### src/hw/gf64_ep_pkg.sv
// ---------------------------------------------------------------------
// Shared constants for the GF64 external-product MAC
// Field is 2^64 - 2^32 + 1, every value kept canonical
// GLWE_K_P1 must be a power of two (key row addressing relies on it)
// ---------------------------------------------------------------------
`default_nettype none

package gf64_ep_pkg;

  // Field
  localparam int COEF_W = 64;
  localparam logic [COEF_W-1:0] GF64_P = 64'hFFFF_FFFF_0000_0001;

  // Line geometry
  localparam int GLWE_K_P1 = 2;
  localparam int PBS_L     = 2;
  localparam int ELT_NB    = GLWE_K_P1 * PBS_L;
  localparam int ELT_W     = 2;
  localparam int COL_W     = 1;

  // Multiplier pipeline depth
  localparam int MULT_LAT = 2;

  // ---------------------------------------------------------------------
  // APB register map
  // ---------------------------------------------------------------------
  localparam int APB_AW = 8;
  localparam int APB_DW = 32;

  // Key words, low half first, 2 words per key
  localparam logic [APB_AW-1:0] KEY_BASE = 8'h00;
  localparam int KEY_WORDS = 2 * ELT_NB * GLWE_K_P1;
  localparam int KEY_IDX_W = 4;

  // Bit 0 sticky length error (W1C), bit 1 busy
  localparam logic [APB_AW-1:0] STATUS_ADDR = 8'h40;

  // Sequencer FSM
  typedef enum logic [1:0] {
    SEQ_IDLE,
    SEQ_LINE,
    SEQ_DRAIN
  } seq_state_e;

  // Decoded APB access
  typedef enum logic [1:0] {
    APB_OP_NONE,
    APB_OP_RD,
    APB_OP_WR
  } apb_op_e;

endpackage

`default_nettype wire

### src/hw/gf64_mod_acc.sv
// ---------------------------------------------------------------------
// Column accumulator modulo GF64_P
// Inputs must be canonical
// sum_o holds the last line's sum until the next eol
// ---------------------------------------------------------------------
`timescale 1ns/10ps
`default_nettype none

module gf64_mod_acc (
  input  logic                            clk,
  input  logic                            s_rst_n,
  input  logic [gf64_ep_pkg::COEF_W-1:0]  a_i,
  input  logic                            avail_i,
  input  logic                            sol_i,
  input  logic                            eol_i,
  output logic [gf64_ep_pkg::COEF_W-1:0]  sum_o,
  output logic                            sum_vld_o
);
  import gf64_ep_pkg::*;

  logic [COEF_W-1:0] acc_q;
  logic [COEF_W-1:0] acc_d;
  logic [COEF_W:0]   add;

  // Next running sum
  always_comb begin
    add = {1'b0, acc_q} + {1'b0, a_i};
    if (sol_i) begin
      // First product of the line replaces the old sum
      acc_d = a_i;
    end else if (add >= {1'b0, GF64_P}) begin
      acc_d = COEF_W'(add - {1'b0, GF64_P});
    end else begin
      acc_d = add[COEF_W-1:0];
    end
  end

  always_ff @(posedge clk) begin
    if (avail_i) begin
      acc_q <= acc_d;
    end
    // Hold register for the sequencer
    if (avail_i && eol_i) begin
      sum_o <= acc_d;
    end
  end

  always_ff @(posedge clk) begin
    if (!s_rst_n) begin
      sum_vld_o <= 1'b0;
    end else begin
      sum_vld_o <= avail_i && eol_i;
    end
  end

endmodule

`default_nettype wire

### config.mk
export PLATFORM = sky130hd
export DESIGN_NAME = gf64_mod_acc
export DESIGN_NICKNAME = d
export VERILOG_FILES = /design/src/hw/gf64_ep_pkg.sv /design/src/hw/gf64_mod_acc.sv
export SDC_FILE = /design/constraint.sdc
export NUM_CORES = 1
export LEC_CHECK = 0
export ABC_AREA = 0
export BUFFER_PORTS_ARGS = -buffer_cell sky130_fd_sc_hd__buf_2
export CELL_PAD_IN_SITES_DETAIL_PLACEMENT = 1
export CELL_PAD_IN_SITES_GLOBAL_PLACEMENT = 2
export CORE_UTILIZATION = 40
export DETAILED_ROUTE_END_ITERATION = 8
export HOLD_SLACK_MARGIN = 0.02
export PLACE_DENSITY = 0.95
export SYNTH_ARGS = -nofsm -noshare
export SYNTH_HDL_FRONTEND = slang
export SYNTH_SLANG_ARGS = --single-unit
### constraint.sdc
create_clock -name clk -period 8.65 [get_ports clk]
set_clock_uncertainty 0.15 [all_clocks]
set_input_delay 0.4325 -clock clk [delete_from_list [all_inputs] [get_ports clk]]
set_output_delay 0.4325 -clock clk [all_outputs]
set_load 0.02 [all_outputs]
=== After elaboration in Yosys (flattened, before gate mapping) ===
Cells that the tools add are included.
Widths: inputs -> output; s select.

* Register bits after elaboration: 129

* Add/sub/neg operators: 2
* Magnitude comparators: 1
* Mux-type cells: 2
* Reductions and logical operators: 1

{| class="wikitable"
|+ Operators with widths
! cell !! count
|-
| $mux 64 || 2
|-
| $add 64x64->65 || 1
|-
| $ge 65x64->1 const B || 1
|-
| $sub 64x64->64 const B || 1
|-
| $logic_and 1x1->1 || 1
|}

=== Longest topological paths before layout ===
Gate-level depths: netlist (run 1).

* Depth in word-level cells: 4
* Mapped depth: 19
* Gate-level depth less buffers: 15

=== Worst setup path before layout (run 1) ===
OpenSTA, ideal clock, no wires.

* Path kind: input port to flip-flop
* Start: input a_i[0] in the netlist's numbering
* End: register acc_q[49], data pin
* Arrival time: 4705 ps
* Path slack: 3532 ps
* Stages: 17
* Path buffers: 2
* Cells stage by stage: ha_1 -> inv_1 -> fa_1 -> and2b_1 -> o2111ai_4 -> a21o_1 -> a2111oi_4 -> or3_1 -> o311ai_1 -> or4_4 -> or4_4 -> a2111oi_4 -> buf_6 -> buf_2 -> o2111ai_1 -> xnor2_1 -> mux2_2

* Word-level cells in the longest chain between the ends: 4
* Elaborated cells between the ends (all ways): 5

{| class="wikitable"
|+ Ends and longest elaborated chain
! item !! RTL line !! RTL
|-
| start, declared || gf64_mod_acc.sv:12 || <nowiki>input logic [gf64_ep_pkg::COEF_W-1:0] a_i,</nowiki>
|-
| $add 64x64->65 (*) || gf64_mod_acc.sv:27 || <nowiki>add = {1'b0, acc_q} + {1'b0, a_i};</nowiki>
|-
| $sub 64x64->64 or $ge 65x64->1 (tied branches) || gf64_mod_acc.sv:32, gf64_mod_acc.sv:31 ||
|-
| $mux 64 (*) || gf64_mod_acc.sv:31 || <nowiki>end else if (add >= {1'b0, GF64_P}) begin</nowiki>
|-
| $mux 64 (*) || gf64_mod_acc.sv:28 || <nowiki>if (sol_i) begin</nowiki>
|-
| via acc_d[49] || gf64_mod_acc.sv:22 || <nowiki>logic [COEF_W-1:0] acc_d;</nowiki>
|-
| end signal, assigned || gf64_mod_acc.sv:40 || <nowiki>acc_q <= acc_d;</nowiki>
|-
| end, declared || gf64_mod_acc.sv:21 || <nowiki>logic [COEF_W-1:0] acc_q;</nowiki>
|}

Mark *: on every way through the listed nets, which the timed path passes. The rest lies on a longest branch.
A chain may end at the register's enable or synchronous reset.

=== Worst setup path in the final report (run 1) ===
* Start: register acc_q[8]
* End: register acc_q[45], data pin

* Word-level cells in the longest chain between the ends: 4
* Elaborated cells between the ends (all ways): 5

{| class="wikitable"
|+ Ends and longest elaborated chain
! item !! RTL line
|-
| $add 64x64->65 (*) || gf64_mod_acc.sv:27
|-
| $sub 64x64->64 or $ge 65x64->1 (tied branches) || gf64_mod_acc.sv:32, gf64_mod_acc.sv:31
|-
| $mux 64 (*) || gf64_mod_acc.sv:31
|-
| $mux 64 (*) || gf64_mod_acc.sv:28
|-
| via acc_d[45] || gf64_mod_acc.sv:22
|}

Marked as above.

==> results of run 1 <==
==> synthesized netlist by cell type (12+ instances only) <==
library cell / count / area, um^2
o21a_1: 12 / 90.09
nand2_1: 132 / 495.5
inv_1: 24 / 90.09
xnor2_1: 35 / 306.5
o21ai_1: 14 / 70.07
a21oi_1: 98 / 490.5
xor2_1: 23 / 201.4
nor3_1: 31 / 155.2
edfxtp_1: 128 / 3844
o21ai_0: 76 / 380.4
a31oi_1: 37 / 231.5
nor2_1: 121 / 454.2
nor4_1: 20 / 125.1
o31ai_1: 17 / 127.6
and2_1: 15 / 93.84
or3_1: 18 / 112.6
nand3_1: 32 / 160.2
buf_2: 14 / 70.07
or2_2: 12 / 75.07
a211oi_1: 19 / 142.6
o211ai_1: 20 / 150.1
ha_1: 66 / 825.8
clkbuf_1: 53 / 198.9
a21o_1: 20 / 150.1
nand4_1: 58 / 362.9
==> metal layers <==
layer | up-vias | wire length [um] | track usage [%] | share of wire [%]
met5 | - | 0 | 0 | 0
met4 | 0 | 1298 | 12.14 | 3.0
met3 | 81 | 2518 | 4.881 | 5.9
met2 | 418 | 19680 | 48.04 | 46
met1 | 5697 | 19300 | 39.38 | 45
li1 | 5304 | - | - | -
==> registers in the layout, indices dropped and copies added (netlist names) <==
register / cells
acc_q: 64
sum_vld_o: 1
sum_o: 64
==> cell type report <==
| class | count | area, um^2 | share of cell area, % |
|---|---|---|---|
| multi-input combinational | 1086 | 7116 | 55.35 |
| antenna | 1 | 2.502 | 0.01946 |
| clock buffer | 17 | 425.4 | 3.309 |
| clock inverter | 15 | 137.6 | 1.071 |
| timing repair buffer | 144 | 748.2 | 5.820 |
| tap | 378 | 473.0 | 3.679 |
| sequential | 129 | 3864 | 30.05 |
| inverter | 24 | 90.09 | 0.7007 |
==> path summary, 6_finish.rpt <==
kind                                   to  slack, ns  depth (start not counted)
worst max-delay path            acc_q[45]       1.97                         14
worst max register to register  acc_q[45]       1.97                         14
worst min register to register   sum_o[0]       0.89                          4
worst min-delay path            sum_vld_o       0.07                          2
==> kinds of logic (layout without fill, tap and decap cells) <==
logic type / count (synthesis) / count (layout)
DFF: 129 / 129
buffers and inverters: 98 / 200
adders and majority gates: 67 / 67
muxes: 11 / 11
and+or+nand+nor: 508 / 508
xor gates and xnor gates: 58 / 58
AOI/OAI and AO/OA: 442 / 442
other: 0 / 1
==> power by group <==
part / leakage (nW) / switching, mW / internal (mW)
Sequential: 1.23 / 0.0236 / 0.801
Combinational: 3.15 / 0.920 / 0.458
Clock: 0.270 / 0.323 / 0.398
Total: 4.65 / 1.27 / 1.66
==> worst max-delay path, delay by kind of cell, from the launching register on <==
kind	cells	cell delay, ns
adders and majority gates	1	0.55
xor gates and xnor gates	1	0.22
buffers and inverters	1	0.44
AOI/OAI and AO/OA	9	3.82
and+or+nand+nor	2	0.89
DFF	1	0.38
==> metrics by stage <==
| stage | util, % | std cells |
|---|---|---|
| final | 46.02 | 1794 |
| after global routing | 46.02 | 1794 |
| after floorplan | - | 1313 |
| after CTS | 46.01 | 1793 |
| after global placement | 44.00 | 1761 |
| after detailed placement | 44.00 | 1761 |
==> results.py, run 1 <==
metrics = {
    "sta": {
        "finalCriticalPeriod_ns": 6.680,
        "fin_crit_sh_pct": 77.22,
        "setup_ws_ns": 1.970,
        "hold_viol": 0,
        "setup_viol": 0,
        "fmax_ghz": 0.1497,
        "rsz0062_at_grt": "false",
        "setup_tns_ns": 0,
        "hold_ws_ns": 0.07332,
        "tightest_slew_ns": 1.223,
        "final_max_slew_viol_count": 0,
        "slew_headroom_pct": 18.49,
    },
    "logic_synthesis": {
        "avgSynthCellArea_um2": 8.680,
        "synth_flop_cell": "edfxtp_1",
        "synth_seq_cells": 129,
        "synthCells": 1313,
        "synthesis.nets": 1449,
        "synth_simple_gate_area_share_pct": 22.60,
        "synth_top_family_by_area": "compound AO/OA/AOI/OAI gates",
        "synth_fa_ha_area_share_pct": 7.421,
        "synth_mux_area_share_pct": 1.032,
        "synth-compound-area-share_pct": 26.87,
        "yosysSeqAreaShare_pct": 33.90,
        "async_flop_share_pct": 0,
        "synth-edff-count": 128,
        "synthXorXnorAreaFrac_pct": 4.457,
        "synth-warning-count": 0,
        "yosysUniqueCellTypes": 94,
        "syn_area_um2": 11400,
    },
    "routing": {
        "dr.pass1.iters": 5,
        "drc": 0,
        "vias": 11500,
        "totalWireLength_um": 42790,
        "drtAntennaViolNets": 0,
        "viasPerCell": 6.410,
        "wl_per_cell_um": 23.85,
        "drt_iter0_markers": 943,
    },
    "worst_setup_path": {
        "end_kind": "flop",
        "cp_max_fo": 23,
        "setup.worst_path.class": "flop to flop",
        "crit_path_top_delay_cell": "or4_1",
        "worstPathArrival_ns": 6.78,
        "r2r_start": "acc_q[8]",
        "cp_cell_sequence": "ha_1 -> a21oi_1 -> o21ai_0 -> a21oi_1 -> o211ai_2 -> nand3_1 -> a41oi_1 -> xnor2_1 -> or4_1 -> a2111oi_4 -> a21o_1 -> buf_4 -> a31oi_1 -> o31ai_1",
        "crit_start": "acc_q[8]",
        "cp_data_required_time_ns": 8.75,
        "max_stage_delay_ns": 0.73,
        "cpMostUsedCell": "a21oi_1",
        "worstSetupStartpointType": "flop",
    },
    "die": {
        "die_h_um": 170.8,
        "die-width_um": 170.8,
        "start_util_pct": 40.80,
        "coreArea_um2": 27930,
        "fp-row-count": 61,
        "ios": 134,
        "dieArea_um2": 29170,
    },
    "final_layout": {
        "syn_to_final_growth_pct": 12.80,
        "drive_gt1_share_pct": 16.54,
        "stdcell_area_um2": 12860,
        "layout_commonest_cell": "buf_2",
        "fill_cells": 3330,
        "layout.nets": 1538,
        "final_cell_mix": "buf_2, nand2_1, edfxtp_1",
    },
    "outcome": {
        "outcome": "complete, no violations",
    },
    "clock_network": {
        "insertion_delay_ns": 0.46,
        "cts_tree": "done",
        "cts.sinks": 129,
        "post_cts_resize_count": 0,
        "htree_levels": 4,
        "clockBufferDepth": 2,
        "cts_root_buf": "clkbuf_16",
        "clkTransAtPathRegs_ns": 0.07,
        "cts_setup_buffers": 0,
        "hold_buffers": 0,
        "numCtsBuffers": 17,
    },
    "global_routing": {
        "grt_pass1_vias": 11694,
        "grt_max_degree": 66,
        "grt_usage_pct": 29.74,
        "antenna_found_initial": 1,
        "grt.overflow.total": 0,
        "grt_first_pass_wirelength_um": 66110,
    },
    "placed_design": {
        "placed_cell_area_um2": 12290,
        "gp_congestion": 0.9516,
        "io_buffer_count": 133,
        "place_ws_ns": 2.029,
        "dp_hpwl_um": 32550,
    },
    "flow_run": {
        "max_cap_violations": 0,
    },
    "hold_path": {
        "hp-start": "s_rst_n",
        "hp-class": "input pin to flop",
    },
    "pwr": {
        "ir_drop_mv": 0.1086,
        "total_power_mw": 2.923,
        "p_leak_nw": 4.648,
        "p_per_area_nw_per_um2": 227.4,
    },
}
Power figures use the tool's default switching activity.
==> inputs of run 2 (changes only) <==
--- a/config.mk
+++ b/config.mk
@@ -9,10 +9,10 @@
 export BUFFER_PORTS_ARGS = -buffer_cell sky130_fd_sc_hd__buf_2
 export CELL_PAD_IN_SITES_DETAIL_PLACEMENT = 1
 export CELL_PAD_IN_SITES_GLOBAL_PLACEMENT = 2
-export CORE_UTILIZATION = 40
+export CORE_UTILIZATION = 33
 export DETAILED_ROUTE_END_ITERATION = 8
 export HOLD_SLACK_MARGIN = 0.02
-export PLACE_DENSITY = 0.95
+export PLACE_DENSITY = 0.89
 export SYNTH_ARGS = -nofsm -noshare
 export SYNTH_HDL_FRONTEND = slang
 export SYNTH_SLANG_ARGS = --single-unit
==> constraint.sdc (replaced) <==
create_clock -name clk -period 5.61 [get_ports clk]
set_clock_uncertainty 0.15 [all_clocks]
set_input_delay 0.2805 -clock clk [delete_from_list [all_inputs] [get_ports clk]]
set_output_delay 0.2805 -clock clk [all_outputs]
set_load 0.02 [all_outputs]
==> results.py, run 2 (same netlist as run 1, synthesis figures left out) <==
metrics = {
    "sta": {
        "hold_viol": 0,
        "fin_crit_sh_pct": 97.75,
        "slew_headroom_pct": 43.06,
        "finalCriticalPeriod_ns": 5.484,
        "tightest_slew_ns": 0.8465,
        "setup_ws_ns": 0.1264,
        "setup_tns_ns": 0,
        "final_max_slew_viol_count": 0,
        "fmax_ghz": 0.1824,
        "hold_ws_ns": 0.03546,
        "setup_viol": 0,
    },
    "hold_path": {
        "whs_path_depth": 3,
        "whs_endpoint": "sum_o[50]",
        "hp-class": "input pin to flop",
        "hp-start": "a_i[50]",
    },
    "final_layout": {
        "final_cell_mix": "buf_2, nand2_1, edfxtp_1",
        "syn_to_final_growth_pct": 21.10,
        "drive_gt1_share_pct": 21.47,
        "top_regs": "acc_q (64), sum_o (64), sum_vld_o (1)",
        "stdcell_area_um2": 13800,
        "layout_commonest_cell": "buf_2",
        "post-route-util_pct": 40.85,
        "instances_no_fill": 1962,
        "antenna_cells": 0,
        "layout.nets": 1637,
    },
    "routing": {
        "vias": 11817,
        "wl_per_cell_um": 23.04,
        "drtAntennaViolNets": 0,
        "drc": 0,
        "dr.pass1.iters": 5,
        "viasPerCell": 6.023,
        "drt_iter0_markers": 901,
        "totalWireLength_um": 45200,
    },
    "clock_network": {
        "cts.sinks": 129,
        "cts_tree": "done",
        "numCtsBuffers": 17,
        "cts_root_buf": "clkbuf_16",
        "cts_setup_buffers": 0,
        "clkTransAtPathRegs_ns": 0.06,
        "clockBufferDepth": 2,
        "insertion_delay_ns": 0.46,
        "htree_levels": 4,
    },
    "global_routing": {
        "antenna_found_initial": 0,
        "grt_usage_pct": 25.60,
        "grt_max_degree": 49,
        "grt_pass1_vias": 11711,
        "grt.overflow.total": 0,
        "grt_first_pass_wirelength_um": 69350,
    },
    "die": {
        "start_util_pct": 33.74,
        "die_h_um": 187.8,
        "fp-row-count": 67,
        "dieArea_um2": 35280,
        "die-width_um": 187.8,
        "coreArea_um2": 33780,
        "ios": 134,
    },
    "worst_setup_path": {
        "regToRegSetupSlack_ns": 0.13,
        "r2r_start": "acc_q[0]",
        "cp_max_fo": 4,
        "end_kind": "flop",
        "worst_r2r_path_depth": 17,
        "r2r_end": "acc_q[22]",
        "setup.worst_path.class": "flop to flop",
        "cp_data_required_time_ns": 5.64,
        "worstSetupStartpointType": "flop",
        "worstPathArrival_ns": 5.51,
    },
    "placed_design": {
        "dp_hpwl_um": 35420,
        "dp_cells": 1915,
        "placed_cell_area_um2": 13040,
        "io_buffer_count": 133,
        "gp_congestion": 0.9339,
        "place_ws_ns": -0.02089,
    },
    "pwr": {
        "p_per_area_nw_per_um2": 341.5,
        "p_switching_mw": 2.015,
        "combPwrFrac_pct": 49.4,
        "p_leak_nw": 5.119,
        "cell_internal_pwr_mw": 2.699,
        "p_sw_share_pct": 42.75,
        "total_power_mw": 4.714,
        "ir_drop_mv": 0.2406,
        "clkPwrFrac_pct": 23.6,
        "seqPwrFrac_pct": 27.0,
    },
    "flow_run": {
        "max_cap_violations": 0,
    },
    "outcome": {
        "outcome": "complete, no violations",
    },
}
run 2: changes by cell type in the layout (fill, tap and decap cells not counted), sizes merged:
cell,before,now
clkinvlp,3,4
buf,144,228
dlygate4sd3,0,15
clkinv,8,6
inv,27,28
diode,1,0
run 2: layout make-up:
class | instances | area (um^2)
clock buffers | 17 | 425.4
clock inverters | 15 | 135.1
fillers | 4037 | 19980
inverters | 24 | 90.09
multi-input cells | 1086 | 7161
flip-flops and latches | 129 | 3864
well taps | 448 | 560.5
repair buffers | 243 | 1567
run 2: how the worst max path moves through the flow:
stage / startpoint / to / slack [ns] / depth (start not counted)
after detailed placement: a_i[0] / sum_o[22] / -0.02 / 18
after floorplan: acc_q[0] / acc_q[49] / 0.62 / 17
after global placement: a_i[0] / sum_o[22] / 0.07 / 18
after global routing: acc_q[20] / acc_q[22] / -0.05 / 18
after CTS: acc_q[0] / acc_q[22] / 0.002 / 17
final: acc_q[0] / acc_q[22] / 0.13 / 17
run 2: worst max-delay path, stage by stage, from the launching register on:
cell and delay (ns):
edfxtp_1 0.33, ha_1 0.19, inv_1 0.07, fa_1 0.39
and2b_1 0.27, o2111ai_4 0.13, a21o_1 0.27, a2111oi_4 0.44
or3_4 0.23, o311ai_1 0.13, or4_4 0.58, or4_4 0.54
a2111oi_4 0.39, buf_4 0.21, buf_12 0.11, a21oi_1 0.13
nor4_1 0.53, o31ai_4 0.12
run 2: repair_timing:
item / in CTS / in global routing
hold buffers: 15 / 0
hold endpoints to repair: 27 / 0
setup endpoints to repair: 0 / 59
resized for setup: 0 / 11
run 2: power by group through the flow:
stage	sequential, mW	clock, mW	combinational [mW]
6_report	1.27	1.11	2.33
5_1_grt	1.28	1.17	2.52
4_1_cts	1.27	1.14	2.28
3_5_place_dp	1.29	0	2.25
3_3_place_gp	1.29	0	2.21
2_1_floorplan	1.33	0	1.43
run 2: per-layer routing:
metal  part of all wire (%)  vias to the layer above  GRT usage [%]  wire, um
met2                     45                      400          40.16     20320
met4                    2.6                        2          9.318      1183
li1                       -                     5510              -         -
met5                  0.080                        -         0.6868        36
met3                    6.0                       68          4.118      2692
met1                     46                     5837          35.26     20960
